**config.mk**
```make
export PLATFORM = sky130hd
export DESIGN_NAME = adc_capture_top
export DESIGN_NICKNAME = d
export VERILOG_FILES = /design/src/hdl/capture_pkg.sv /design/src/hdl/adc_capture_top.sv /design/src/hdl/capture_fsm.sv /design/src/hdl/error_tracker.sv /design/src/hdl/sample_fifo.sv /design/src/hdl/word_packer.sv
export SDC_FILE = /design/constraint.sdc
export NUM_CORES = 1
export LEC_CHECK = 0
export ABC_CLOCK_PERIOD_IN_PS = 6000
export BUFFER_PORTS_ARGS = -buffer_cell sky130_fd_sc_hd__buf_2
export CORE_MARGIN = 5
export CORE_UTILIZATION = 25
export DETAILED_ROUTE_END_ITERATION = 8
export GPL_TIMING_DRIVEN = 0
export PLACE_DENSITY = 0.36
export SLEW_MARGIN = 20
export SYNTH_ARGS = -nofsm -noshare
export SYNTH_HDL_FRONTEND = slang
export SYNTH_SLANG_ARGS = --single-unit
```
**constraint.sdc**
```tcl
create_clock -name adc_sampleclk -period 6 [get_ports adc_sampleclk]
set_input_delay 0.6 -clock adc_sampleclk [delete_from_list [all_inputs] [get_ports adc_sampleclk]]
set_output_delay 0.6 -clock adc_sampleclk [all_outputs]
set_load 0.01 [all_outputs]
```
**src/hdl/capture_pkg.sv**
```systemverilog
package capture_pkg;

    localparam int SAMPLE_W     = 12;
    localparam int WORD_W       = 64;
    localparam int SHIFT_W      = 6 * SAMPLE_W;    // packer shift register, 72 bits
    localparam int FIFO_DEPTH   = 64;              // presample count stays below FIFO_DEPTH - 3
    localparam int FIFO_AW      = $clog2(FIFO_DEPTH);
    localparam int PRESAMPLE_W  = 6;
    localparam int DOWNSAMPLE_W = 8;
    localparam int COUNT_W      = 16;

    typedef logic [SAMPLE_W-1:0] sample_t;
    typedef logic [WORD_W-1:0]   word_t;

    typedef enum logic [2:0] {
        st_idle,
        st_pre_filling,
        st_pre_full,
        st_triggered,
        st_done
    } capture_state_e;

    typedef struct packed {
        logic [PRESAMPLE_W-1:0]  presample;     // samples kept ahead of the trigger
        logic [DOWNSAMPLE_W-1:0] downsample;    // samples skipped between kept ones
        logic [COUNT_W-1:0]      max_samples;   // presamples plus kept samples
    } capture_cfg_t;

    typedef struct packed {
        logic clip;
        logic downsample_conflict;
        logic early_trigger;
    } error_bits_t;

endpackage

```
**src/hdl/adc_capture_top.sv**
```systemverilog
`timescale 1ns/1ps

module adc_capture_top import capture_pkg::*; (
    input  logic           adc_sampleclk,
    input  logic           reset,
    input  sample_t        adc_data_i,
    input  logic           arm_i,
    input  logic           capture_go_i,
    input  capture_cfg_t   cfg_i,          // stable while armed
    output word_t          word_o,
    output logic           word_valid_o,
    output logic           armed_o,
    output logic           capture_done_o,
    output capture_state_e state_o,
    output logic           error_flag_o,
    output error_bits_t    error_stat_o,
    output error_bits_t    first_error_stat_o,
    output capture_state_e first_error_state_o
);

    logic    fifo_wr;
    logic    fifo_drain;
    logic    fifo_rd_en;
    logic    fifo_empty;
    sample_t fifo_data;
    logic    sample_valid;
    logic    pad_req;
    logic    pad_done;
    logic    arm_pulse;
    logic    ds_conflict;
    logic    early_trigger;

    capture_fsm u_fsm (
        .adc_sampleclk   (adc_sampleclk),
        .reset           (reset),
        .arm_i           (arm_i),
        .capture_go_i    (capture_go_i),
        .cfg_i           (cfg_i),
        .fifo_empty_i    (fifo_empty),
        .pad_done_i      (pad_done),
        .fifo_wr_o       (fifo_wr),
        .fifo_drain_o    (fifo_drain),
        .fifo_rd_en_o    (fifo_rd_en),
        .pad_req_o       (pad_req),
        .armed_o         (armed_o),
        .capture_done_o  (capture_done_o),
        .state_o         (state_o),
        .arm_pulse_o     (arm_pulse),
        .ds_conflict_o   (ds_conflict),
        .early_trigger_o (early_trigger)
    );

    sample_fifo u_fifo (
        .adc_sampleclk (adc_sampleclk),
        .reset         (reset),
        .wr_i          (fifo_wr),
        .drain_i       (fifo_drain),
        .rd_en_i       (fifo_rd_en),
        .data_i        (adc_data_i),
        .data_o        (fifo_data),
        .valid_o       (sample_valid),
        .empty_o       (fifo_empty)
    );

    word_packer u_packer (
        .adc_sampleclk  (adc_sampleclk),
        .reset          (reset),
        .sample_i       (fifo_data),
        .sample_valid_i (sample_valid),
        .pad_req_i      (pad_req),
        .word_o         (word_o),
        .word_valid_o   (word_valid_o),
        .pad_done_o     (pad_done)
    );

    error_tracker u_errors (
        .adc_sampleclk       (adc_sampleclk),
        .reset               (reset),
        .sample_i            (fifo_data),
        .sample_valid_i      (sample_valid),
        .arm_pulse_i         (arm_pulse),
        .ds_conflict_i       (ds_conflict),
        .early_trigger_i     (early_trigger),
        .state_i             (state_o),
        .error_flag_o        (error_flag_o),
        .error_stat_o        (error_stat_o),
        .first_error_stat_o  (first_error_stat_o),
        .first_error_state_o (first_error_state_o)
    );

endmodule

```
**src/hdl/capture_fsm.sv**
```systemverilog
`timescale 1ns/1ps

module capture_fsm import capture_pkg::*; (
    input  logic           adc_sampleclk,
    input  logic           reset,
    input  logic           arm_i,
    input  logic           capture_go_i,
    input  capture_cfg_t   cfg_i,
    input  logic           fifo_empty_i,
    input  logic           pad_done_i,
    output logic           fifo_wr_o,
    output logic           fifo_drain_o,
    output logic           fifo_rd_en_o,
    output logic           pad_req_o,
    output logic           armed_o,
    output logic           capture_done_o,
    output capture_state_e state_o,
    output logic           arm_pulse_o,
    output logic           ds_conflict_o,
    output logic           early_trigger_o
);

    logic [COUNT_W-1:0]      sample_cnt;   // samples held or kept so far
    logic [COUNT_W-1:0]      cnt_inc;
    logic [COUNT_W-1:0]      pre_target;
    logic [DOWNSAMPLE_W-1:0] ds_cnt;
    logic                    ds_keep;
    logic                    last_sample;
    logic                    waiting;
    logic                    trig;
    logic                    leave_idle;
    logic                    has_presamples;

    assign has_presamples = (cfg_i.presample != '0);
    assign pre_target     = COUNT_W'(cfg_i.presample);
    assign cnt_inc        = sample_cnt + 1'b1;
    assign last_sample    = (cnt_inc >= cfg_i.max_samples);
    assign ds_keep        = (ds_cnt == cfg_i.downsample);

    // the trigger counts on the first clock it is seen high while armed
    assign waiting = (state_o == st_idle) || (state_o == st_pre_filling) ||
                     (state_o == st_pre_full);
    assign trig    = armed_o && capture_go_i && waiting;

    // arming only takes effect between captures
    assign arm_pulse_o = arm_i && (state_o == st_idle);

    assign leave_idle      = (state_o == st_idle) && armed_o && (trig || has_presamples);
    assign ds_conflict_o   = leave_idle && (cfg_i.downsample != '0) && has_presamples;
    assign early_trigger_o = trig && ((state_o == st_pre_filling) ||
                                      ((state_o == st_idle) && has_presamples));

    always_comb begin
        unique case (state_o)
            st_idle:                     fifo_wr_o = trig;     // trigger sample, no presamples
            st_pre_filling, st_pre_full: fifo_wr_o = 1'b1;     // history runs every cycle
            st_triggered:                fifo_wr_o = ds_keep;
            default:                     fifo_wr_o = 1'b0;
        endcase
    end

    assign fifo_drain_o = (state_o == st_pre_full) && !trig;  // hold exactly P presamples
    assign fifo_rd_en_o = (state_o == st_triggered) || (state_o == st_done);
    assign pad_req_o    = (state_o == st_done) && fifo_empty_i;

    // downsample phase restarts on the trigger so the trigger sample is kept
    always_ff @(posedge adc_sampleclk) begin
        if (reset)
            ds_cnt <= '0;
        else if (trig || ds_keep)
            ds_cnt <= '0;
        else
            ds_cnt <= ds_cnt + 1'b1;
    end

    always_ff @(posedge adc_sampleclk) begin
        if (reset) begin
            armed_o        <= 1'b0;
            capture_done_o <= 1'b0;
        end else if (arm_pulse_o) begin
            armed_o        <= 1'b1;
            capture_done_o <= 1'b0;
        end else if ((state_o == st_done) && pad_done_i) begin
            armed_o        <= 1'b0;   // last word left one cycle ago
            capture_done_o <= 1'b1;
        end
    end

    always_ff @(posedge adc_sampleclk) begin
        if (reset) begin
            state_o    <= st_idle;
            sample_cnt <= '0;
        end else if (trig) begin
            sample_cnt <= cnt_inc;   // presamples so far plus the trigger sample
            state_o    <= last_sample ? st_done : st_triggered;
        end else begin
            unique case (state_o)
                st_idle: begin
                    if (armed_o && has_presamples)
                        state_o <= st_pre_filling;
                end
                st_pre_filling: begin
                    sample_cnt <= cnt_inc;
                    if (cnt_inc == pre_target)
                        state_o <= st_pre_full;
                end
                st_pre_full: begin
                    state_o <= st_pre_full;   // write and drain until the trigger
                end
                st_triggered: begin
                    if (ds_keep) begin
                        sample_cnt <= cnt_inc;
                        if (last_sample)
                            state_o <= st_done;
                    end
                end
                st_done: begin
                    if (pad_done_i) begin
                        sample_cnt <= '0;
                        state_o    <= st_idle;
                    end
                end
                default: state_o <= st_idle;
            endcase
        end
    end

endmodule

```
**src/hdl/error_tracker.sv**
```systemverilog
`timescale 1ns/1ps

module error_tracker import capture_pkg::*; (
    input  logic           adc_sampleclk,
    input  logic           reset,
    input  sample_t        sample_i,
    input  logic           sample_valid_i,
    input  logic           arm_pulse_i,
    input  logic           ds_conflict_i,
    input  logic           early_trigger_i,
    input  capture_state_e state_i,
    output logic           error_flag_o,
    output error_bits_t    error_stat_o,
    output error_bits_t    first_error_stat_o,
    output capture_state_e first_error_state_o
);

    error_bits_t new_bits;

    always_comb begin
        new_bits.clip                = sample_valid_i && ((sample_i == '1) || (sample_i == '0));
        new_bits.downsample_conflict = ds_conflict_i;
        new_bits.early_trigger       = early_trigger_i;
    end

    always_ff @(posedge adc_sampleclk) begin
        if (reset || arm_pulse_i) begin
            error_flag_o        <= 1'b0;
            error_stat_o        <= '0;
            first_error_stat_o  <= '0;
            first_error_state_o <= st_idle;
        end else begin
            error_stat_o <= error_bits_t'(error_stat_o | new_bits);   // sticky
            if (new_bits != '0) begin
                error_flag_o <= 1'b1;
                if (!error_flag_o) begin
                    first_error_stat_o  <= new_bits;   // only bits of the first event
                    first_error_state_o <= state_i;
                end
            end
        end
    end

endmodule

```
**src/hdl/sample_fifo.sv**
```systemverilog
`timescale 1ns/1ps

module sample_fifo import capture_pkg::*; (
    input  logic    adc_sampleclk,
    input  logic    reset,
    input  logic    wr_i,
    input  logic    drain_i,
    input  logic    rd_en_i,
    input  sample_t data_i,
    output sample_t data_o,
    output logic    valid_o,
    output logic    empty_o
);

    sample_t            mem [FIFO_DEPTH];
    logic [FIFO_AW-1:0] wr_ptr;
    logic [FIFO_AW-1:0] rd_ptr;
    logic [FIFO_AW:0]   count;
    logic               full;
    logic               do_wr;
    logic               do_rd;
    logic               pop;

    assign empty_o = (count == '0);
    assign full    = (count == (FIFO_AW+1)'(FIFO_DEPTH));
    assign do_wr   = wr_i && !full;
    assign do_rd   = rd_en_i && !empty_o;             // read that goes downstream
    assign pop     = (rd_en_i || drain_i) && !empty_o;  // a drain just drops the oldest entry

    always_ff @(posedge adc_sampleclk) begin
        if (reset) begin
            wr_ptr  <= '0;
            rd_ptr  <= '0;
            count   <= '0;
            valid_o <= 1'b0;
        end else begin
            valid_o <= do_rd;
            if (do_wr)
                wr_ptr <= wr_ptr + 1'b1;   // pointers wrap, depth is a power of two
            if (pop)
                rd_ptr <= rd_ptr + 1'b1;
            case ({do_wr, pop})
                2'b10:   count <= count + 1'b1;
                2'b01:   count <= count - 1'b1;
                default: count <= count;
            endcase
        end
    end

    // storage and read data
    always_ff @(posedge adc_sampleclk) begin
        if (do_wr)
            mem[wr_ptr] <= data_i;
        if (do_rd)
            data_o <= mem[rd_ptr];
    end

endmodule

```
**src/hdl/word_packer.sv**
```systemverilog
`timescale 1ns/1ps

module word_packer import capture_pkg::*; (
    input  logic    adc_sampleclk,
    input  logic    reset,
    input  sample_t sample_i,
    input  logic    sample_valid_i,
    input  logic    pad_req_i,
    output word_t   word_o,
    output logic    word_valid_o,
    output logic    pad_done_o
);

    // 16 samples fill 3 words, phases take 6, 5 and 5 samples
    logic [SHIFT_W-1:0] shifter;
    logic [SHIFT_W-1:0] sh_next;
    logic [1:0]         phase;
    logic [2:0]         cnt;        // samples taken in this phase
    logic [2:0]         last_cnt;
    sample_t            in_sample;
    logic               aligned;
    logic               finishing;
    logic               shift_en;
    logic               complete;
    logic               finish_now;

    assign last_cnt  = (phase == 2'd0) ? 3'd5 : 3'd4;
    assign aligned   = (phase == 2'd0) && (cnt == 3'd0);   // no bits waiting in the shifter
    assign finishing = pad_req_i && !pad_done_o;
    assign shift_en  = sample_valid_i || (finishing && !aligned);
    assign in_sample = sample_valid_i ? sample_i : '0;     // zero sample while padding
    assign sh_next   = {shifter[SHIFT_W-SAMPLE_W-1:0], in_sample};
    assign complete  = shift_en && (cnt == last_cnt);

    // the final real sample may itself close the last word.
    // a word closed in phase 0 or 1 still leaves real bits behind
    always_comb begin
        if (!finishing)
            finish_now = 1'b0;
        else if (complete)
            finish_now = (phase == 2'd2) || !sample_valid_i;
        else
            finish_now = aligned && !sample_valid_i;
    end

    always_ff @(posedge adc_sampleclk) begin
        if (reset) begin
            phase        <= 2'd0;
            cnt          <= 3'd0;
            word_valid_o <= 1'b0;
            pad_done_o   <= 1'b0;
        end else begin
            word_valid_o <= complete;
            pad_done_o   <= finish_now;
            if (finish_now) begin
                phase <= 2'd0;   // ready for the next capture
                cnt   <= 3'd0;
            end else if (complete) begin
                phase <= (phase == 2'd2) ? 2'd0 : phase + 2'd1;
                cnt   <= 3'd0;
            end else if (shift_en) begin
                cnt <= cnt + 3'd1;
            end
        end
    end

    always_ff @(posedge adc_sampleclk) begin
        if (shift_en)
            shifter <= sh_next;
        if (complete) begin
            unique case (phase)
                2'd0:    word_o <= sh_next[SHIFT_W-1:8];      // 8 bits carried over
                2'd1:    word_o <= sh_next[WORD_W+3:4];       // 4 bits carried over
                default: word_o <= sh_next[WORD_W-1:0];
            endcase
        end
    end

endmodule

```
Yosys cells after proc, flatten, opt, wreduce, memory -nomap -nowiden --
Memories as Yosys holds them, arrays and structs flattened. A register that Yosys moved wholly into a read port is not among the register bits. Index checks and enable logic that the tools add are counted.
Operators by class: reductions and logical operators 58, order comparisons 1, bitwise gates (word level) 2, eq/ne operators 18, $add $sub $neg 8, mux-type cells 24
Operators with widths (count):
- $pmux 64 s2 | 1
- $mux 16 | 3
- $pmux 16 s3 | 1
- $logic_and 1x1->1 | 22
- $mux 3 | 7
- $add 16x1->16 const B | 1
- $eq 16x6->1 | 1
- $ge 16x16->1 | 1
- $pmux 3 s5 | 1
- $pmux 7 s2 | 1
- $add 6x1->6 const B | 2
- $eq 12x12->1 const B | 1
- $logic_not 12->1 | 1
- $mux 12 | 1
- $logic_or 1x1->1 | 11
- $ne 3x1->1 const B | 3
- $add 8x1->8 const B | 1
- $eq 8x8->1 | 1
- $reduce_bool 8->1 | 1
- $reduce_or 2->1 | 4
- $add 7x1->7 const B | 1
- $eq 7x7->1 const B | 1
- $logic_not 7->1 | 1
- $mux 1 | 7
- 25 further kinds | 36
Word-level totals: memory bits (writable) 768, memories 1, input bits 46, logic and storage cells 135, flip-flop bits (word level) 190
Memories:
- u_fifo.mem | words 64, bits a word 12, read ports 1, clocked after Yosys merged registers in 1, wr ports 1, line sample_fifo.sv:15 | sample_t mem [FIFO_DEPTH];

Depth between registers and ports, before layout --
depth in word-level cells 10, mapped depth 15

Cells and area by module --
Synthesis repeated with hierarchy kept, for this count alone.
Second synthesis, totals: cell total of the unflattened synthesis 2318, area total of the unflattened synthesis 39842.0 µm²
Modules (own cells, without submodules):
- sample_fifo | times used 1, cells each 1543, area each 31204.9 µm², sequential area each 23822.8 µm²
- word_packer | times used 1, cells each 391, area each 5510.3 µm², sequential area each 3863.7 µm²
- capture_fsm | times used 1, cells each 338, area each 2657.5 µm², sequential area each 580.6 µm²
- error_tracker | times used 1, cells each 46, area each 469.2 µm², sequential area each 200.2 µm²

Worst setup path after synthesis --
OpenSTA, ideal clock, no wires.
path kind flip-flop to flip-flop, start point register u_fsm.state_o[1], end point register u_packer.word_o[0], enable pin, data arrival time 5015 ps, setup time 418 ps, path slack 567 ps, cell stages (with the launch flop) 9, buffers on the path 2, path through dfxtp_1 > clkbuf_1 > nor2_1 > nand2_1 > nor4_1 > a21o_1 > clkbuf_1 > nand2_1 > inv_1
On the way: word-level cells in the longest chain between the ends 6
RTL lines:
- from (decl) | line capture_fsm.sv:17 | output capture_state_e state_o,
- from (signal assigned) | line capture_fsm.sv:91 | state_o <= st_idle;
- from (signal assigned) | line capture_fsm.sv:95 | state_o <= last_sample ? st_done : st_triggered;
- from (signal assigned) | line capture_fsm.sv:100 | state_o <= st_pre_filling;
- $eq 3x3->1 | line capture_fsm.sv:64 | assign pad_req_o = (state_o == st_done) && fifo_empty_i;
- $logic_and 1x1->1 | line capture_fsm.sv:64
- $logic_and 1x1->1 | line word_packer.sv:29 | assign finishing = pad_req_i && !pad_done_o;
- $logic_and 1x1->1 | line word_packer.sv:30 | assign shift_en = sample_valid_i || (finishing && !aligned);
- $logic_or 1x1->1 | line word_packer.sv:30
- via u_packer.shift_en | line word_packer.sv:23 | logic shift_en;
- $logic_and 1x1->1 | line word_packer.sv:33 | assign complete = shift_en && (cnt == last_cnt);
- via u_packer.complete | line word_packer.sv:24 | logic complete;
- to (signal assigned) | line word_packer.sv:72 | 2'd0: word_o <= sh_next[SHIFT_W-1:8];
- to (signal assigned) | line word_packer.sv:73 | 2'd1: word_o <= sh_next[WORD_W+3:4];
- to (signal assigned) | line word_packer.sv:74 | default: word_o <= sh_next[WORD_W-1:0];
- to (decl) | line word_packer.sv:9 | output word_t word_o,
The timed path passes the listed nets, and every way through them passes these cells. A chain may end at the register's enable or synchronous reset.

Worst setup path after layout --
start point register u_fsm.state_o[1], end point memory u_fifo.mem[1][11] (netlist name), enable pin
On the way: word-level cells in the longest chain between the ends 8, elaborated cells between the ends (all ways) 12, classes of those cells eq/ne (3); mux (3); reduce/logical (6)
RTL lines:
- $eq 3x1->1 / $logic_not 3->1 (equally long branches) | line capture_fsm.sv:41, capture_fsm.sv:54
- $logic_or 1x1->1 (2 in series) | line capture_fsm.sv:41 | assign waiting = (state_o == st_idle) || (state_o == st_pre_filling) ||
- $logic_and 1x1->1 | line capture_fsm.sv:43 | assign trig = armed_o && capture_go_i && waiting;
- $pmux 1 s3 * | line capture_fsm.sv:54 | unique case (state_o)
- $logic_and 1x1->1 * | line sample_fifo.sv:26 | assign do_wr = wr_i && !full;
- $mux 1 * | line sample_fifo.sv:52 | if (do_wr)
- $mux 1 (implied by the code) * | line sample_fifo.sv:53 | mem[wr_ptr] <= data_i;
- to (decl) | line sample_fifo.sv:15
Mark *: on every way between the ends. The rest lies on a longest branch, timed or not.

==> impl_metrics.yaml <==
synth:
  synthFlopType: "edfxtp_1"
  synth_cells: 2066
  synthArstFlopShare: 0
  synth_mux_area_frac: 0.1643
  postSynthAreaPerCell_um2: 18.87
  synth_fa_ha_area_frac: 0.009179
  syn_nets: 2140
  synth_top_family_by_area: "multiplexers"
  netlist_area_um2: 38990
  ys_types: 60
  yosys_warnings: 0
  synth-compound-area-share: 0.02410
  synth-seq-cells: 970
  synth-edff-count: 904
  yosys.area_share.simple: 0.04535
  ys_seq_area_frac: 0.7302
  synth_xor_area_frac: 0.01123
timing:
  slew_viol_final: 0
  finalCriticalPeriod_ns: 4.888
  whs_ns: 0.2244
  skew_ns: 0.04150
  rsz0062_at_grt: "false"
  worstMarginPinSlew_ns: 1.160
  final_hold_viol_count: 0
  setup_viol_count_final: 0
  slew_headroom: 0.2268
  clock.fmax_mhz: 204.6
  min_period_over_period: 0.8147
worst_setup_path:
  criticalPathCategory: "reg -> reg"
  critPathRequiredTime_ns: 6.32
  path_buf_inv: 2
  worstPathCellList: "clkbuf_1 -> nor2_1 -> a221oi_1 -> o21a_1 -> inv_1 -> nor2_1 -> nand3b_1 -> nor2_2"
  worstPathMaxFanout: 12
  slowest_delay_ns: 1.02
  crit_arrival_ns: 5.21
  cp_common_cell: "nor2_1"
  setup.worst_path.end_class: "flip-flop"
  path_delay_family: "simple AND/OR/NAND/NOR gates"
  worst_path_max_delay_cell: "nor2_2"
  critPathLaunchType: "flip-flop"
detailed_routing:
  drt-initial-drc-count: 1246
  detail_route.vias_per_cell: 4.469
  antenna_left: 0
  firstDrtPassIters: 5
  routed_wl_um: 109200
  wl_per_cell_um: 24.51
  drc: 0
  vias: 19910
clocking:
  htree_levels: 3
  clkTransAtPathRegs_ns: 0.06
  cts-root-buf: "clkbuf_16"
  cts_buffer_depth: 3
  postCtsHoldBufs: 0
  cts_resized: 0
  clock_sinks: 970
  cts_tree: "done"
  post_cts_buffers: 0
  cts_buffers: 110
  worst_skew_pair.late_latency_ns: 0.73
placed_design:
  dpl-instance-area_um2: 42500
  place_congestion: 0.7580
  hpwl_um: 72920
  port_buffers: 124
floorplanning:
  die_area_um2: 163900
  core_um2: 155700
  die_w_um: 404.9
  initial_utilization: 0.2505
  ioPinCount: 126
  rows: 145
  fp.dieH_um: 404.9
global_routing:
  track_usage: 0.1325
  grt_pass1_vias: 20830
  busiest_layer: "met2"
  use_met3: 0.02493
  antenna_found_initial: 7
  grt_max_degree: 65
  grt_util_met2: 0.2246
  grt_pass1_wl_um: 155900
  met1_usage: 0.1769
  overflow: 0
layout:
  fillers: 15300
  syn_to_final_growth_pct: 17.92
  diodes: 0
  drive_gt1_frac: 0.2645
  nNetsFinal: 2381
  fin_area_um2: 45970
power:
  leakage_nw: 13.90
  p_total_mw: 15.50
  powerDensity_nw_per_um2: 337.2
  ir_drop_uv: 214.4
run_status:
  run_status: "finished, final reports clean"
worst_hold_path:
  hold_path_class: "in -> reg"
run:
  max_cap_violations: 0
-- final cells by class --
type / count / area [um^2] / area share
sequential: 970 / 28470 / 0.6192
multi-input combinational: 944 / 10090 / 0.2195
clock buffer: 133 / 2882 / 0.06268
tap: 2058 / 2575 / 0.05601
timing repair buffer: 129 / 754.5 / 0.01641
clock inverter: 69 / 581.8 / 0.01266
buffer: 115 / 479.2 / 0.01042
inverter: 37 / 141.4 / 0.003076
-- worst paths after layout --
kind | start | end | slack [ns] | cells after the start
setup reg to reg | u_fsm.state_o[1]$_SDFFE_PP0P_ | u_fifo.mem[1][11]$_DFFE_PP_ | 1.11 | 8
hold reg to reg | u_errors.error_stat_o[0]$_SDFF_PP0_ | u_errors.error_stat_o[0]$_SDFF_PP0_ | 0.45 | 2
hold / removal | arm_i | u_errors.error_stat_o[2]$_SDFF_PP0_ | 0.22 | 4
setup / recovery | u_fsm.state_o[1]$_SDFFE_PP0P_ | u_fifo.mem[1][11]$_DFFE_PP_ | 1.11 | 8
-- worst min-delay path, stage by stage --
cell and delay, ns:
buf_2 0.10, nand2_1 0.05, nand2_1 0.08, a21oi_1 0.04
-- Yosys cell counts, types with 3 or more instances --
library cell | instances | area [um^2]
nand3_1 | 23 | 115.1
buf_1 | 21 | 78.83
mux4_2 | 252 | 5675
or4_1 | 3 | 22.52
and4_1 | 4 | 35.03
nand4_1 | 13 | 81.33
clkbuf_1 | 70 | 262.8
o21ai_0 | 78 | 390.4
nand3b_1 | 10 | 75.07
and2_1 | 19 | 118.9
mux2i_1 | 73 | 730.7
a211oi_1 | 4 | 30.03
or3_1 | 9 | 56.30
nor2b_1 | 7 | 43.79
nor4_1 | 9 | 56.30
xor2_1 | 23 | 201.4
xnor2_1 | 27 | 236.5
edfxtp_1 | 904 | 27150
nor2_1 | 144 | 540.5
nand2_1 | 104 | 390.4
a31oi_1 | 4 | 25.02
a21oi_1 | 45 | 225.2
buf_2 | 22 | 110.1
nor3_1 | 7 | 35.03
ha_1 | 27 | 337.8
o211a_1 | 6 | 60.06
o21a_1 | 3 | 22.52
dfxtp_1 | 66 | 1321
and3_1 | 15 | 93.84
o211ai_1 | 3 | 22.52
inv_1 | 37 | 138.9
-- routing by layer --
layer | wire length, um | share of wire
met1 | 48960 | 0.45
met2 | 53750 | 0.49
met3 | 4404 | 0.040
met4 | 2081 | 0.019
met5 | 0 | 0
-- registers in the layout (all words and copies together) (netlist names), 6 cells and up --
name,flops
u_fifo.wr_ptr,6
u_fifo.mem,768
u_fifo.data_o,12
u_fifo.rd_ptr,6
u_fsm.ds_cnt,8
u_fsm.sample_cnt,16
u_packer.word_o,64
u_packer.shifter,60
u_fifo.count,7
-- layout by cell type, fill, tap and decap left out, types with 4 or more instances in the layout --
| cell | count |
|---|---|
| o211a_1 | 6 |
| nand2_1 | 104 |
| buf_1 | 19 |
| nand3b_1 | 10 |
| or3_1 | 9 |
| edfxtp_1 | 904 |
| and3_1 | 15 |
| xor2_1 | 23 |
| mux2i_1 | 73 |
| mux4_2 | 252 |
| clkbuf_2 | 4 |
| clkinv_2 | 20 |
| nor2_2 | 64 |
| nor2_1 | 80 |
| buf_2 | 135 |
| and2_1 | 19 |
| clkbuf_1 | 88 |
| o21ai_0 | 78 |
| ha_1 | 27 |
| nor4_1 | 9 |
| inv_1 | 36 |
| a211oi_1 | 4 |
| clkbuf_16 | 112 |
| buf_4 | 12 |
| nand3_1 | 23 |
| xnor2_1 | 27 |
| clkinvlp_4 | 4 |
| bufinv_16 | 8 |
| nor3_1 | 7 |
| clkinv_1 | 32 |
| and4_1 | 4 |
| dfxtp_1 | 66 |
| a21oi_1 | 44 |
| nor2b_1 | 7 |
| a31oi_1 | 4 |
| nand4_1 | 13 |
-- cell families (layout without fill, tap and decap cells) --
family / count (synthesis) / after routing
flip-flops: 970 / 970
AND/OR/NAND/NOR: 379 / 379
multiplexers: 325 / 325
AO/OA/AOI/OAI: 162 / 162
buffers and inverters: 152 / 483
XOR/XNOR: 50 / 50
adder cells (fa/ha/maj): 28 / 28
-- where the power goes --
| group | switching (mW) | internal (mW) | total [mW] |
|---|---|---|---|
| clock | 2.74 | 3.75 | 6.48 |
| combinational | 0.893 | 0.546 | 1.44 |
| sequential | 0.0639 | 7.52 | 7.58 |
-- through the flow --
| stage | setup TNS [ns] | setup slack, ns | instances | util |
|---|---|---|---|---|
| finish | 0 | 1.112 | 4455 | 0.2953 |
| global route | 0 | 0.9094 | 4455 | 0.2953 |
| CTS | 0 | 1.116 | 4455 | 0.2953 |
| detailed placement | 0 | 1.051 | 4253 | 0.2730 |
| global placement | -117.51 | -1.841 | 4248 | 0.2710 |
| floorplan | 0 | 0.5667 | 2066 | - |
Power figures use the tool's default switching activity.
